$ cat src/common/cpu_config.svh
`ifndef CPU_CONFIG_SVH
`define CPU_CONFIG_SVH

// Datapath and address width
`define CPU_XLEN 32

// Register number width, 32 registers
`define CPU_REG_AW 5

// First fetch address out of reset
`define CPU_RESET_PC 32'h0000_0000

// Word loaded into IF/ID on a flush
`define CPU_NOP_WORD 32'h0000_0000

`endif

$ cat src/common/cpu_pkg.sv
`include "cpu_config.svh"

package cpu_pkg;

    typedef logic [`CPU_XLEN-1:0]   word_t;
    typedef logic [`CPU_REG_AW-1:0] reg_addr_t;

    // Kept opcodes
    typedef enum logic [5:0] {
        OP_RTYPE = 6'h00,
        OP_J     = 6'h02,
        OP_BEQ   = 6'h04,
        OP_BNE   = 6'h05,
        OP_ADDI  = 6'h08,
        OP_ANDI  = 6'h0c,
        OP_ORI   = 6'h0d,
        OP_LUI   = 6'h0f,
        OP_LW    = 6'h23,
        OP_SW    = 6'h2b
    } opcode_e;

    // Kept R-type functions
    typedef enum logic [5:0] {
        FN_ADD = 6'h20,
        FN_SUB = 6'h22,
        FN_AND = 6'h24,
        FN_OR  = 6'h25,
        FN_SLT = 6'h2a
    } funct_e;

    typedef enum logic [2:0] {
        ALU_ADD,
        ALU_SUB,
        ALU_AND,
        ALU_OR,
        ALU_SLT,
        ALU_LUI
    } alu_op_e;

    ////////////////////
    // Instruction formats
    ////////////////////

    typedef struct packed {
        opcode_e    opcode;
        reg_addr_t  rs;
        reg_addr_t  rt;
        reg_addr_t  rd;
        logic [4:0] shamt;
        funct_e     funct;
    } r_fmt_t;

    typedef struct packed {
        opcode_e     opcode;
        reg_addr_t   rs;
        reg_addr_t   rt;
        logic [15:0] imm;
    } i_fmt_t;

    typedef struct packed {
        opcode_e     opcode;
        logic [25:0] index;
    } j_fmt_t;

    // One fetched word seen through each format
    typedef union packed {
        r_fmt_t r;
        i_fmt_t i;
        j_fmt_t j;
    } instr_u;

    ////////////////////
    // Pipeline payloads
    ////////////////////

    typedef struct packed {
        logic    reg_write;
        logic    mem_read;
        logic    mem_write;
        logic    use_imm;
        logic    branch;
        logic    branch_ne;
        logic    jump;
        alu_op_e alu_op;
    } ctrl_t;

    typedef struct packed {
        word_t  pc4;
        instr_u instr;
    } if_id_t;

    typedef struct packed {
        ctrl_t     ctrl;
        reg_addr_t rs;
        reg_addr_t rt;
        reg_addr_t dest;
        word_t     imm;
        word_t     pc4;
    } dec_t;

    typedef struct packed {
        logic      valid;
        logic      reg_write;
        logic      mem_read;
        logic      mem_write;
        reg_addr_t dest;
        word_t     result;
        word_t     store_data;
    } ex_mem_t;

    typedef struct packed {
        logic      en;
        reg_addr_t addr;
        word_t     data;
    } reg_wr_t;

endpackage

$ cat src/execute/alu.sv
`timescale 1ns/1ps

module alu (
    input  cpu_pkg::word_t  a,
    input  cpu_pkg::word_t  b,
    input  cpu_pkg::alu_op_e op,
    output cpu_pkg::word_t  result,
    output logic            zero
);

    always_comb begin
        case (op)
            cpu_pkg::ALU_ADD: result = a + b;
            cpu_pkg::ALU_SUB: result = a - b;
            cpu_pkg::ALU_AND: result = a & b;
            cpu_pkg::ALU_OR:  result = a | b;
            // Signed compare
            cpu_pkg::ALU_SLT: result = {31'd0, $signed(a) < $signed(b)};
            // Immediate into the upper half
            cpu_pkg::ALU_LUI: result = {b[15:0], 16'h0000};
            default:          result = '0;
        endcase
    end

    assign zero = (result == '0);

endmodule

$ cat src/execute/execute_stage.sv
`timescale 1ns/1ps

module execute_stage (
    input  logic               clk,
    input  logic               arst_n,
    input  logic               stall,
    input  logic               flush,
    input  cpu_pkg::dec_t      dec,
    input  cpu_pkg::word_t     rs_data,
    input  cpu_pkg::word_t     rt_data,
    input  cpu_pkg::reg_wr_t   wb,
    output cpu_pkg::ex_mem_t   ex_mem,
    output cpu_pkg::reg_addr_t ex_dest,
    output logic               ex_mem_read,
    output logic               branch_taken,
    output cpu_pkg::word_t     branch_target
);

    cpu_pkg::dec_t  idex;
    cpu_pkg::word_t idex_rs_data;
    cpu_pkg::word_t idex_rt_data;
    cpu_pkg::word_t op_a;
    cpu_pkg::word_t fwd_rt;
    cpu_pkg::word_t op_b;
    cpu_pkg::word_t alu_result;
    logic           alu_zero;

    ////////////////////
    // ID/EX register
    ////////////////////

    // A bubble is the all-zero control word
    always_ff @(posedge clk or negedge arst_n) begin
        if (!arst_n) begin
            idex <= '0;
        end else if (stall || flush) begin
            idex <= '0;
        end else begin
            idex <= dec;
        end
    end

    always_ff @(posedge clk) begin
        idex_rs_data <= rs_data;
        idex_rt_data <= rt_data;
    end

    assign ex_dest     = idex.dest;
    assign ex_mem_read = idex.ctrl.mem_read;

    ////////////////////
    // Forwarding
    ////////////////////

    // EX/MEM wins over MEM/WB; loads in EX/MEM are covered by the stall
    function automatic cpu_pkg::word_t forward(input cpu_pkg::reg_addr_t src,
                                               input cpu_pkg::word_t     reg_val);
        if (src != '0 && ex_mem.valid && ex_mem.reg_write && !ex_mem.mem_read &&
            ex_mem.dest == src) begin
            return ex_mem.result;
        end else if (src != '0 && wb.en && wb.addr == src) begin
            return wb.data;
        end
        return reg_val;
    endfunction

    always_comb begin
        op_a   = forward(idex.rs, idex_rs_data);
        fwd_rt = forward(idex.rt, idex_rt_data);
        op_b   = idex.ctrl.use_imm ? idex.imm : fwd_rt;
    end

    alu inst_alu (
        .a      (op_a),
        .b      (op_b),
        .op     (idex.ctrl.alu_op),
        .result (alu_result),
        .zero   (alu_zero)
    );

    // bne takes the branch when the difference is non-zero
    assign branch_taken  = idex.ctrl.branch && (alu_zero != idex.ctrl.branch_ne);
    assign branch_target = idex.pc4 + {idex.imm[29:0], 2'b00};

    ////////////////////
    // EX/MEM register
    ////////////////////

    always_ff @(posedge clk or negedge arst_n) begin
        if (!arst_n) begin
            ex_mem <= '0;
        end else begin
            ex_mem.valid      <= idex.ctrl.reg_write | idex.ctrl.mem_read |
                                 idex.ctrl.mem_write;
            ex_mem.reg_write  <= idex.ctrl.reg_write;
            ex_mem.mem_read   <= idex.ctrl.mem_read;
            ex_mem.mem_write  <= idex.ctrl.mem_write;
            ex_mem.dest       <= idex.dest;
            ex_mem.result     <= alu_result;
            ex_mem.store_data <= fwd_rt;
        end
    end

endmodule

$ cat src/decode/reg_file.sv
`timescale 1ns/1ps
`include "cpu_config.svh"

module reg_file (
    input  logic               clk,
    input  logic               arst_n,
    input  cpu_pkg::reg_addr_t rs_addr,
    input  cpu_pkg::reg_addr_t rt_addr,
    input  cpu_pkg::reg_wr_t   wr,
    output cpu_pkg::word_t     rs_data,
    output cpu_pkg::word_t     rt_data
);

    cpu_pkg::word_t regs [2**`CPU_REG_AW];

    // Same-cycle write is passed through to the reader
    function automatic cpu_pkg::word_t read_port(input cpu_pkg::reg_addr_t addr);
        if (addr == '0) begin
            return '0;
        end else if (wr.en && wr.addr == addr) begin
            return wr.data;
        end
        return regs[addr];
    endfunction

    always_comb begin
        rs_data = read_port(rs_addr);
        rt_data = read_port(rt_addr);
    end

    always_ff @(posedge clk or negedge arst_n) begin
        if (!arst_n) begin
            regs <= '{default: '0};
        end else if (wr.en && wr.addr != '0) begin
            regs[wr.addr] <= wr.data;
        end
    end

endmodule

$ cat src/decode/instr_decoder.sv
`timescale 1ns/1ps

module instr_decoder (
    input  cpu_pkg::if_id_t if_id,
    output cpu_pkg::dec_t   dec,
    output logic            id_jump
);

    cpu_pkg::instr_u instr;
    logic            zero_ext;

    assign instr   = if_id.instr;
    assign id_jump = dec.ctrl.jump;

    always_comb begin
        dec      = '0;
        zero_ext = 1'b0;
        dec.rs   = instr.i.rs;
        dec.rt   = instr.i.rt;
        dec.pc4  = if_id.pc4;
        case (instr.r.opcode)
            cpu_pkg::OP_RTYPE: begin
                dec.ctrl.reg_write = 1'b1;
                dec.dest           = instr.r.rd;
                case (instr.r.funct)
                    cpu_pkg::FN_ADD: dec.ctrl.alu_op = cpu_pkg::ALU_ADD;
                    cpu_pkg::FN_SUB: dec.ctrl.alu_op = cpu_pkg::ALU_SUB;
                    cpu_pkg::FN_AND: dec.ctrl.alu_op = cpu_pkg::ALU_AND;
                    cpu_pkg::FN_OR:  dec.ctrl.alu_op = cpu_pkg::ALU_OR;
                    cpu_pkg::FN_SLT: dec.ctrl.alu_op = cpu_pkg::ALU_SLT;
                    // All-zero nop lands here too
                    default: begin
                        dec.ctrl.reg_write = 1'b0;
                        dec.dest           = '0;
                    end
                endcase
            end
            cpu_pkg::OP_ADDI, cpu_pkg::OP_ANDI, cpu_pkg::OP_ORI, cpu_pkg::OP_LUI,
            cpu_pkg::OP_LW: begin
                dec.ctrl.reg_write = 1'b1;
                dec.ctrl.use_imm   = 1'b1;
                dec.ctrl.mem_read  = (instr.i.opcode == cpu_pkg::OP_LW);
                dec.dest           = instr.i.rt;
                case (instr.i.opcode)
                    cpu_pkg::OP_ANDI: dec.ctrl.alu_op = cpu_pkg::ALU_AND;
                    cpu_pkg::OP_ORI:  dec.ctrl.alu_op = cpu_pkg::ALU_OR;
                    cpu_pkg::OP_LUI:  dec.ctrl.alu_op = cpu_pkg::ALU_LUI;
                    default:          dec.ctrl.alu_op = cpu_pkg::ALU_ADD;
                endcase
                // Logic immediates are zero extended
                zero_ext = (instr.i.opcode == cpu_pkg::OP_ANDI) ||
                           (instr.i.opcode == cpu_pkg::OP_ORI) ||
                           (instr.i.opcode == cpu_pkg::OP_LUI);
            end
            cpu_pkg::OP_SW: begin
                dec.ctrl.mem_write = 1'b1;
                dec.ctrl.use_imm   = 1'b1;
                dec.ctrl.alu_op    = cpu_pkg::ALU_ADD;
            end
            cpu_pkg::OP_BEQ, cpu_pkg::OP_BNE: begin
                // Compared through a subtract and the zero flag
                dec.ctrl.branch    = 1'b1;
                dec.ctrl.branch_ne = (instr.i.opcode == cpu_pkg::OP_BNE);
                dec.ctrl.alu_op    = cpu_pkg::ALU_SUB;
            end
            cpu_pkg::OP_J: begin
                dec.ctrl.jump = 1'b1;
            end
            default: begin
                dec.ctrl = '0;
            end
        endcase
        dec.imm = zero_ext ? {16'h0000, instr.i.imm} : {{16{instr.i.imm[15]}}, instr.i.imm};
    end

endmodule

$ cat src/hdl/fetch_unit.sv
`timescale 1ns/1ps
`include "cpu_config.svh"

module fetch_unit (
    input  logic            clk,
    input  logic            arst_n,
    input  logic            stall,
    input  logic            flush,
    input  logic [1:0]      pc_sel,
    input  cpu_pkg::word_t  branch_target,
    input  cpu_pkg::word_t  imem_data,
    output cpu_pkg::word_t  imem_addr,
    output cpu_pkg::if_id_t if_id
);

    cpu_pkg::word_t pc;
    cpu_pkg::word_t pc4;
    cpu_pkg::word_t jump_target;
    cpu_pkg::word_t pc_next;

    assign pc4       = pc + 32'd4;
    assign imem_addr = pc;

    // Region bits come from the jump's own pc plus four
    assign jump_target = {if_id.pc4[31:28], if_id.instr.j.index, 2'b00};

    // Bit 1 selects the branch target and outranks bit 0
    always_comb begin
        if (pc_sel[1]) begin
            pc_next = branch_target;
        end else if (pc_sel[0]) begin
            pc_next = jump_target;
        end else begin
            pc_next = pc4;
        end
    end

    always_ff @(posedge clk or negedge arst_n) begin
        if (!arst_n) begin
            pc <= `CPU_RESET_PC;
        end else if (!stall) begin
            pc <= pc_next;
        end
    end

    ////////////////////
    // IF/ID register
    ////////////////////

    always_ff @(posedge clk or negedge arst_n) begin
        if (!arst_n) begin
            if_id.pc4   <= '0;
            if_id.instr <= `CPU_NOP_WORD;
        end else if (flush) begin
            if_id.instr <= `CPU_NOP_WORD;
        end else if (!stall) begin
            if_id.pc4   <= pc4;
            if_id.instr <= imem_data;
        end
    end

endmodule

$ cat src/hdl/hazard_unit.sv
`timescale 1ns/1ps

module hazard_unit (
    input  cpu_pkg::if_id_t    if_id,
    input  logic               id_jump,
    input  cpu_pkg::reg_addr_t ex_dest,
    input  logic               ex_mem_read,
    input  logic               branch_taken,
    output logic               stall,
    output logic               if_flush,
    output logic               ex_flush,
    output logic [1:0]         pc_sel
);

    logic load_use;

    // Load in EX whose result a source field in ID names
    assign load_use = ex_mem_read && (ex_dest != '0) &&
                      (ex_dest == if_id.instr.r.rs || ex_dest == if_id.instr.r.rt);

    always_comb begin
        stall    = 1'b0;
        if_flush = 1'b0;
        ex_flush = 1'b0;
        pc_sel   = 2'b00;
        if (branch_taken) begin
            // Both younger instructions are wrong path
            if_flush = 1'b1;
            ex_flush = 1'b1;
            pc_sel   = 2'b10;
        end else if (load_use) begin
            stall = 1'b1;
        end else if (id_jump) begin
            if_flush = 1'b1;
            pc_sel   = 2'b01;
        end
    end

endmodule

$ cat src/hdl/writeback_stage.sv
`timescale 1ns/1ps

module writeback_stage (
    input  logic             clk,
    input  logic             arst_n,
    input  cpu_pkg::ex_mem_t ex_mem,
    input  cpu_pkg::word_t   dmem_rdata,
    output cpu_pkg::reg_wr_t wb
);

    cpu_pkg::ex_mem_t mem_wb;
    cpu_pkg::word_t   load_data;

    ////////////////////
    // MEM/WB register
    ////////////////////

    always_ff @(posedge clk or negedge arst_n) begin
        if (!arst_n) begin
            mem_wb <= '0;
        end else begin
            mem_wb <= ex_mem;
        end
    end

    // Sampled in the same cycle the read is on the port
    always_ff @(posedge clk) begin
        load_data <= dmem_rdata;
    end

    assign wb.en   = mem_wb.valid & mem_wb.reg_write;
    assign wb.addr = mem_wb.dest;
    assign wb.data = mem_wb.mem_read ? load_data : mem_wb.result;

endmodule

$ cat src/hdl/cpu_top.sv
`timescale 1ns/1ps

module cpu_top (
    input  logic           clk,
    input  logic           arst_n,
    output cpu_pkg::word_t imem_addr,
    input  cpu_pkg::word_t imem_data,
    output cpu_pkg::word_t dmem_addr,
    output cpu_pkg::word_t dmem_wdata,
    output logic           dmem_we,
    output logic           dmem_re,
    input  cpu_pkg::word_t dmem_rdata
);

    cpu_pkg::if_id_t    if_id;
    cpu_pkg::dec_t      dec;
    logic               id_jump;
    cpu_pkg::word_t     rs_data;
    cpu_pkg::word_t     rt_data;
    cpu_pkg::reg_wr_t   wb;
    cpu_pkg::ex_mem_t   ex_mem;
    cpu_pkg::reg_addr_t ex_dest;
    logic               ex_mem_read;
    logic               branch_taken;
    cpu_pkg::word_t     branch_target;
    logic               stall;
    logic               if_flush;
    logic               ex_flush;
    logic [1:0]         pc_sel;

    // Data port runs straight off EX/MEM
    assign dmem_addr  = ex_mem.result;
    assign dmem_wdata = ex_mem.store_data;
    assign dmem_we    = ex_mem.mem_write;
    assign dmem_re    = ex_mem.mem_read;

    fetch_unit inst_fetch (
        .clk           (clk),
        .arst_n        (arst_n),
        .stall         (stall),
        .flush         (if_flush),
        .pc_sel        (pc_sel),
        .branch_target (branch_target),
        .imem_data     (imem_data),
        .imem_addr     (imem_addr),
        .if_id         (if_id)
    );

    hazard_unit inst_hazard (
        .if_id        (if_id),
        .id_jump      (id_jump),
        .ex_dest      (ex_dest),
        .ex_mem_read  (ex_mem_read),
        .branch_taken (branch_taken),
        .stall        (stall),
        .if_flush     (if_flush),
        .ex_flush     (ex_flush),
        .pc_sel       (pc_sel)
    );

    instr_decoder inst_decoder (
        .if_id   (if_id),
        .dec     (dec),
        .id_jump (id_jump)
    );

    reg_file inst_gpr (
        .clk     (clk),
        .arst_n  (arst_n),
        .rs_addr (dec.rs),
        .rt_addr (dec.rt),
        .wr      (wb),
        .rs_data (rs_data),
        .rt_data (rt_data)
    );

    execute_stage inst_execute (
        .clk           (clk),
        .arst_n        (arst_n),
        .stall         (stall),
        .flush         (ex_flush),
        .dec           (dec),
        .rs_data       (rs_data),
        .rt_data       (rt_data),
        .wb            (wb),
        .ex_mem        (ex_mem),
        .ex_dest       (ex_dest),
        .ex_mem_read   (ex_mem_read),
        .branch_taken  (branch_taken),
        .branch_target (branch_target)
    );

    writeback_stage inst_writeback (
        .clk        (clk),
        .arst_n     (arst_n),
        .ex_mem     (ex_mem),
        .dmem_rdata (dmem_rdata),
        .wb         (wb)
    );

endmodule

$ cat config.mk
export PLATFORM = sky130hd
export DESIGN_NAME = cpu_top
export DESIGN_NICKNAME = d
export VERILOG_FILES = /design/src/common/cpu_pkg.sv /design/src/execute/alu.sv /design/src/execute/execute_stage.sv /design/src/decode/reg_file.sv /design/src/decode/instr_decoder.sv /design/src/hdl/fetch_unit.sv /design/src/hdl/hazard_unit.sv /design/src/hdl/writeback_stage.sv /design/src/hdl/cpu_top.sv
export VERILOG_INCLUDE_DIRS = /design/src /design/src/common
export SDC_FILE = /design/constraint.sdc
export NUM_CORES = 2
export LEC_CHECK = 0
export BUFFER_PORTS_ARGS = -buffer_cell sky130_fd_sc_hd__buf_2
export CORE_MARGIN = 10
export CORE_UTILIZATION = 35
export DETAILED_ROUTE_END_ITERATION = 6
export PLACE_DENSITY_LB_ADDON = 0.25
export SLEW_MARGIN = 40
export SYNTH_ARGS = -nofsm -noshare
export SYNTH_HDL_FRONTEND = slang
export SYNTH_SLANG_ARGS = --single-unit
$ cat constraint.sdc
create_clock -name clk -period 8.2 [get_ports clk]
set_input_delay 0.41 -clock clk [delete_from_list [all_inputs] [get_ports clk]]
set_output_delay 0.41 -clock clk [all_outputs]
set_load 0.005 [all_outputs]
* Yosys cells after proc, flatten, opt, wreduce, memory -nomap -nowiden
Index checks and enable logic that the tools add are counted.
Word-level totals: bits in latches 0, bits in read-only memories 0, bits in registers 1417, output and inout port bits 98, word-level logic and storage cells 208, input bits 66, RAM bits 0, memories 0
Operators by class: magnitude comparators 5, reduce and logical (&&, ||, !) cells 38, shift operators 0, divide/modulo/power cells 0, equality and inequality tests 29, mux-type cells 60, multipliers 0, add/sub/neg operators 4, bitwise logic cells 10
Operators by type and width (count):
- 1024-bit bitwise mux | 1
- 32-bit 2-to-1 mux | 24
- 32-bit binary-select mux with 5-bit select | 2
- 32-bit one-hot mux with 6 select lines | 1
- 32-bit demux with 5-bit select | 1
- 89-bit 2-to-1 mux | 1
- 32-bit adder | 2
- 6-bit == test (second input constant) | 7
- 5-bit == test | 8
- 32-bit by 3-bit adder with 32-bit output (second input constant) | 1
- 32-bit AND | 1
- 32-bit logical NOT | 1
- 32-bit < comparator | 1
- 32-bit bitwise OR | 1
- 32-bit subtractor | 1
- 6-bit by 4-bit == test with 1-bit output (second input constant) | 4
- 1-bit 2-to-1 mux | 21
- 5-bit nonzero test | 4
- 1-bit logical AND | 19
- 6-bit greater-or-equal comparator (second input constant) | 3
- 5-bit NOT with 6-bit output | 3
- 3-bit one-hot mux with 3 select lines | 2
- 6-bit by 3-bit == test with 1-bit output (second input constant) | 2
- 3-bit one-hot mux with 4 select lines | 1
- 23 further kinds | 34

* Depth between registers and ports, before layout
depth in word-level cells 16, gate-level depth with buffers 29, mapped depth without buffers 22

* Cells and area by module
From an unflattened synthesis, not the netlist that was laid out.
Unflattened totals: cells, all modules 6093, area total of the unflattened synthesis 78260.1 um2
By module, submodules not included:
- reg_file | area an instance 54926.4 um2, instances 1, seq. area each 25624.6 um2, cells each 3658
- execute_stage | area an instance 9455.3 um2, instances 1, seq. area each 5310.1 um2, cells each 831
- alu | area an instance 5484.0 um2, instances 1, seq. area each 0.0 um2, cells each 824
- fetch_unit | area an instance 5061.1 um2, instances 1, seq. area each 2402.3 um2, cells each 513
- writeback_stage | area an instance 2229.6 um2, instances 1, seq. area each 1641.6 um2, cells each 114
- instr_decoder | area an instance 927.1 um2, instances 1, seq. area each 0.0 um2, cells each 127
- hazard_unit | area an instance 176.4 um2, instances 1, seq. area each 0.0 um2, cells each 26

* Worst setup path before layout
OpenSTA, ideal clock, no wires.
path type reg-to-reg, start reg inst_writeback.mem_wb[70] (netlist bit), end reg inst_fetch.if_id[56] (netlist name), clock period less this slack 6.649 ns, setup slack 1.551 ns, buffers on the path 6, data arrival time 6.524 ns, data required time 8.075 ns, stages on the path, launching flop included 25, library setup time 0.125 ns, path through dfrtp_1 -> clkbuf_1 -> buf_2 -> buf_1 -> clkbuf_1 -> mux2i_1 -> nand2_1 -> o21ai_0 -> o21ai_0 -> o21a_1 -> ha_1 -> clkbuf_1 -> and2_1 -> a221o_1 -> a221o_1 -> nor3_1 -> nor4_1 -> a311oi_1 -> nand2_1 -> or4_4 -> nor4_4 -> a31oi_4 -> nor3_4 -> buf_4 -> mux2_2
On the way: word-level cells in the longest chain between the ends 13, elaborated cells on any way between the ends 22, classes of those cells add/sub: 2; order compare: 1; eq/ne: 1; mux: 11; bitwise: 4; reduce/logical: 3
Ends and longest elaborated chain:
- start: declaration | line writeback_stage.sv:11 | cpu_pkg::ex_mem_t mem_wb;
- start signal: assignment | line writeback_stage.sv:22 | mem_wb <= ex_mem;
- 32-bit 2-to-1 mux * | line writeback_stage.sv:33 | assign wb.data = mem_wb.mem_read ? load_data : mem_wb.result;
- 32-bit 2-to-1 mux * | line execute_stage.sv:61 | end else if (src != '0 && wb.en && wb.addr == src) begin
- 32-bit 2-to-1 mux * | line execute_stage.sv:58 | if (src != '0 && ex_mem.valid && ex_mem.reg_write && !ex_mem.mem_read &&
- 32-bit 2-to-1 mux * | line execute_stage.sv:64 | return reg_val;
- net inst_execute.fwd_rt[18] | line execute_stage.sv:23 | cpu_pkg::word_t fwd_rt;
- 32-bit 2-to-1 mux * | line execute_stage.sv:70 | op_b = idex.ctrl.use_imm ? idex.imm : fwd_rt;
- 32-bit subtractor or 32-bit adder (tied branches) | line alu.sv:14, alu.sv:13
- 32-bit one-hot mux with 6 select lines * | line alu.sv:12 | case (op)
- net inst_execute.alu_result[20] | line execute_stage.sv:25 | cpu_pkg::word_t alu_result;
- 32-bit logical NOT * | line alu.sv:25 | assign zero = (result == '0);
- 1-bit inequality test * | line execute_stage.sv:82 | assign branch_taken = idex.ctrl.branch && (alu_zero != idex.ctrl.branch_ne);
- 1-bit logical AND * | line execute_stage.sv:82
- 1-bit 2-to-1 mux | line hazard_unit.sv:26 | if (branch_taken) begin
- 1-bit NOT (no line)
- 2-bit AND reduction (no line) *
Mark *: on every way through the listed nets, which the timed path passes. The rest lies on a longest branch. The select of a mux whose other input is x is not followed. A chain may end at the register's enable or synchronous reset.

* Worst setup path in the final report
start reg inst_writeback.mem_wb (netlist bit inst_writeback.wb[32]), end reg inst_fetch.pc[21] (netlist: inst_fetch.imem_addr[21])
On the way: word-level cells in the longest chain between the ends 14, elaborated cells on any way between the ends 24, classes of those cells add/sub: 2; order compare: 1; eq/ne: 3; mux: 12; bitwise: 2; reduce/logical: 4
Ends and longest elaborated chain:
- 5-bit == test * | line execute_stage.sv:61
- 1-bit logical AND * | line execute_stage.sv:61
- 1-bit 2-to-1 mux * | line execute_stage.sv:61
- 1-bit 2-to-1 mux * | line execute_stage.sv:58
- 32-bit 2-to-1 mux * | line execute_stage.sv:64
- net inst_execute.fwd_rt[2] | line execute_stage.sv:23
- 32-bit 2-to-1 mux * | line execute_stage.sv:70
- 32-bit subtractor (tied with other cells) | line alu.sv:14 | cpu_pkg::ALU_SUB: result = a - b;
- 32-bit one-hot mux with 6 select lines * | line alu.sv:12
- 32-bit logical NOT * | line alu.sv:25
- 1-bit inequality test * | line execute_stage.sv:82
- 1-bit logical AND * | line execute_stage.sv:82
- 2-bit 2-to-1 mux | line hazard_unit.sv:26
- 32-bit 2-to-1 mux | line fetch_unit.sv:31 | end else if (pc_sel[0]) begin
- 32-bit 2-to-1 mux | line fetch_unit.sv:29 | if (pc_sel[1]) begin
- end signal: assignment | line fetch_unit.sv:40 | pc <= `CPU_RESET_PC;
- end signal: assignment | line fetch_unit.sv:42 | pc <= pc_next;
- end: declaration | line fetch_unit.sv:16 | cpu_pkg::word_t pc;
Mark *: on every way through the listed nets, which the timed path passes. The rest lies on a longest branch.

==> summary.txt <==
Critical path
  – Critical path peak fanout: 60
  – Crit Reg-Reg Endpoint: inst_fetch.imem_addr[21]
  – Worst setup EP type: flop
  – Worst path required time: slightly below 9000 ps
  – R2R cell count: 22
  – CP arrival: approximately 8600 ps
  – Setup CP Type: flop to flop
  – Reg-to-reg startpoint: inst_writeback.wb[32]
  – CP Cell Sequence: inv_2, a221o_1, nor4_4, buf_12, nor2_1, o31ai_1, mux2_2, ha_1, nor2b_2, o31ai_2, a21oi_1, o211ai_1, nand2_1, mux2i_1, or4b_1, or4_4, nor4_4, buf_4, and4_2, or2_2, buf_4, mux2i_1
  – Internal reg-to-reg setup slack: around 360 ps
  – Startpoint types: flop
  – Max incr delay on CP: between 600 and 700 ps
  – CP max-delay cell: o31ai_1

Die
  – Initial cell density of the core: 0.352
  – Ports: approximately 160
  – Chip height: ~480 µm
  – Core ar.: 0.212 mm²
  – Die area: between 0.2 and 0.25 mm²
  – Site Rows: about 170
  – Die Width: just under 500 µm

Synthesis
  – Ys Warns: 0
  – Seq/Total Area, Yosys: 0.462
  – Most common cell in the netlist: dfrtp_1
  – Post-synth EDFFs: 0
  – Main synth FF type: dfrtp_1
  – Synthesized area per cell: between 10 and 15 µm²
  – Post-synth ARST share: 0.932
  – Post-synth top area share: 0.437
  – FF+latch count, synth: approximately 1.4k
  – Post-synth top cells: dfrtp_1 (1,306), nor2_1 (969), a21oi_1 (909)
  – Mapped Area: approximately 0.075 mm²
  – Count of cell types in the netlist: just under 100
  – Synth area leader: dfrtp_1
  – Top cells by area, synth: dfrtp_1 (44%), mux4_2 (19%), a21oi_1 (6.1%)
  – Post-synthesis cell count: between 6k and 7k
  – Synth Net Count: between 7k and 8k

Detailed routing
  – Starting DRT DRC Count: 5,622
  – DRT Pass-1 Iters: 6
  – # DRC: 0
  – Antenna Nets Post-Route: 0
  – Drt wl/cell: around 27 µm
  – Via density: ~5.8
  – Wirelength, routed: 262 mm
  – Routed vias: approximately 56k

Placement
  – Hpwl dp: approximately 170 mm
  – Gpl congestion: roughly 0.97
  – PortBufs: ~160
  – DP Area: just under 0.08 mm²

Clock tree
  – H-tree Lvls: 4
  – CTS clock-pin slew for the worst setup and hold paths: 60 ps
  – CTS Buf Count: roughly 150
  – # Post-CTS Setup Buffers: 0
  – Clock sinks: 1,402
  – Clk_lat worst skew: between 800 and 900 ps
  – Root buffer cell: clkbuf_16
  – CTS tree: yes
  – Clock buffer depth: 3

Pwr
  – P_sw: roughly 4.6 mW
  – Clk pwr share: 0.429
  – Pwr Density: a little under 200 mW/mm²
  – Worst IR drop on VDD: between 0.2 and 0.25 mV
  – Power share of the sequential group: 0.445
  – Pleak: approximately 36 nW
  – Internal power: between 10 and 15 mW
  – Combinational share of power: 0.126
  – Sw Ratio: 0.275

Layout
  – Layout cells sized above 1: 0.210
  – Area Overhead vs Synth: 13.5%
  – Fin nets: slightly below 7k
  – Final core occ: 0.400
  – Final non-filler cell area: 0.0849 mm²

Timing
  – Slew headroom: 0.366
  – Pins Over Slew Limit: 0
  – RSZ-0062 raised after global routing: no
  – Fin crit share: 0.957
  – Tmin final: ~7800 ps
  – Hold Vio Cnt, Final: 0
  – Setup Viol. Count Final: 0
  – Worst-Margin Slew: 952 ps
  – Setup Skew: roughly 36 ps
  – TNS Setup: 0 ps
  – Peak Freq: about 130 MHz

Global routing
  – Largest net degree at the start of global routing: 145
  – Grt total ovfl: 0
  – Vias in the first global route: around 56k
  – Initial antenna violation count: 8
  – Total GRT Usage: 0.222
  – First-pass GRT wire length: 388 mm

Worst hold path
  – Worst hold path type: input pin to asynchronous set/reset pin

Run status
  – Outcome: completed

Flow run
  – Max Cap Viol: 0
==> logic make-up after synthesis <==
family | after synthesis | synth area share
simple gates | 1861 | 0.107
mux | 797 | 0.215
xor+xnor | 112 | 0.0131
buf+inv | 843 | 0.0466
compound gates | 1739 | 0.132
fa+ha+maj | 142 | 0.0240
flops | 1402 | 0.462
==> area by class of cell <==
type / count / area (µm²)
clock inverter: 54 / 672
timing repair buffer: 407 / 3570
sequential: 1402 / 34600
tap: 2821 / 3530
fill: 20200 / 127000
clock buffer: 225 / 4510
multi-input combinational: 4651 / 37500
antenna: 2 / 5.00
inverter: 133 / 499
==> flip-flops by register name, summed over array words and instances (netlist names), 32 cells and up <==
signal,cells
inst_execute.ex_mem,73
inst_fetch.imem_addr,32
inst_gpr.regs,1024
inst_writeback.mem_wb,35
inst_execute.idex_rt_data,32
inst_writeback.load_data,32
inst_fetch.if_id,64
inst_execute.idex,67
inst_execute.idex_rs_data,32
==> per-layer routing <==
layer	up-vias	wire, µm	GRT usage
met5	-	40	0
met4	6	10500	0.0834
met2	2243	119000	0.346
li1	24600	-	-
met1	28800	113000	0.309
met3	495	19800	0.0403
==> worst max-delay path, delay by kind of cell, from the launching register on <==
kind	cells	cell delay, ps
AOI/OAI and AO/OA	5	2300
and+or+nand+nor	9	2650
muxes	3	830
DFF	1	620
adders and majority gates	1	350
buffers and inverters	4	930
==> power groups by stage <==
| stage | Combinational [mW] | Sequential [mW] | Clock (mW) |
|---|---|---|---|
| global route | 2.29 | 7.49 | 7.60 |
| CTS | 2.10 | 7.46 | 7.32 |
| global placement | 2.03 | 7.59 | 0 |
| detailed placement | 2.06 | 7.59 | 0 |
| finish | 2.10 | 7.46 | 7.20 |
| floorplan | 1.37 | 7.43 | 0 |
==> metrics by stage <==
step	hold slack, ps	setup WS, ps	total power [mW]	std cells
6_report	138	355	16.8	9695
5_1_grt	158	159	17.4	9693
4_1_cts	99.2	340	16.9	9690
3_5_place_dp	355	389	9.65	9346
3_3_place_gp	371	445	9.62	9324
2_1_floorplan	114	1550	8.80	6896
==> timing repair <==
| action | in CTS | in global routing |
|---|---|---|
| gates resized for setup | 0 | 2 |
| hold endpoints to repair | 205 | 0 |
| hold buffers | 65 | 0 |
| endpoints found under the setup margin | 0 | 9 |
==> how the worst max path moves through the flow <==
stage / from / to / slack [ps] / depth (start not counted)
after floorplan: inst_writeback.mem_wb[70] / inst_fetch.if_id[56] / 1550 / 24
after global placement: inst_writeback.wb[32] / inst_fetch.imem_addr[22] / 450 / 22
after detailed placement: inst_writeback.wb[32] / inst_fetch.imem_addr[8] / 390 / 22
after CTS: inst_writeback.wb[33] / inst_fetch.imem_addr[21] / 340 / 22
after global routing: inst_writeback.wb[32] / inst_fetch.imem_addr[21] / 160 / 22
final: inst_writeback.wb[32] / inst_fetch.imem_addr[21] / 360 / 22
==> placed cells by master, fill, tap and decap left out, types with 53 or more instances in the layout <==
cell and n:
ha_1 139, a21oi_1 909, a211oi_1 125, dfxtp_1 96, buf_2 163, clkbuf_16 157, nor2_1 942, nor2b_1 53
o21ai_0 411, nand3_1 77, mux2_2 76, inv_1 128, and3_1 81, nand2_1 483, dfrtp_1 1294, buf_4 114
nor3_1 54, xnor2_1 76, mux4_2 641, dlygate4sd3_1 65
Power figures use the tool's default switching activity.
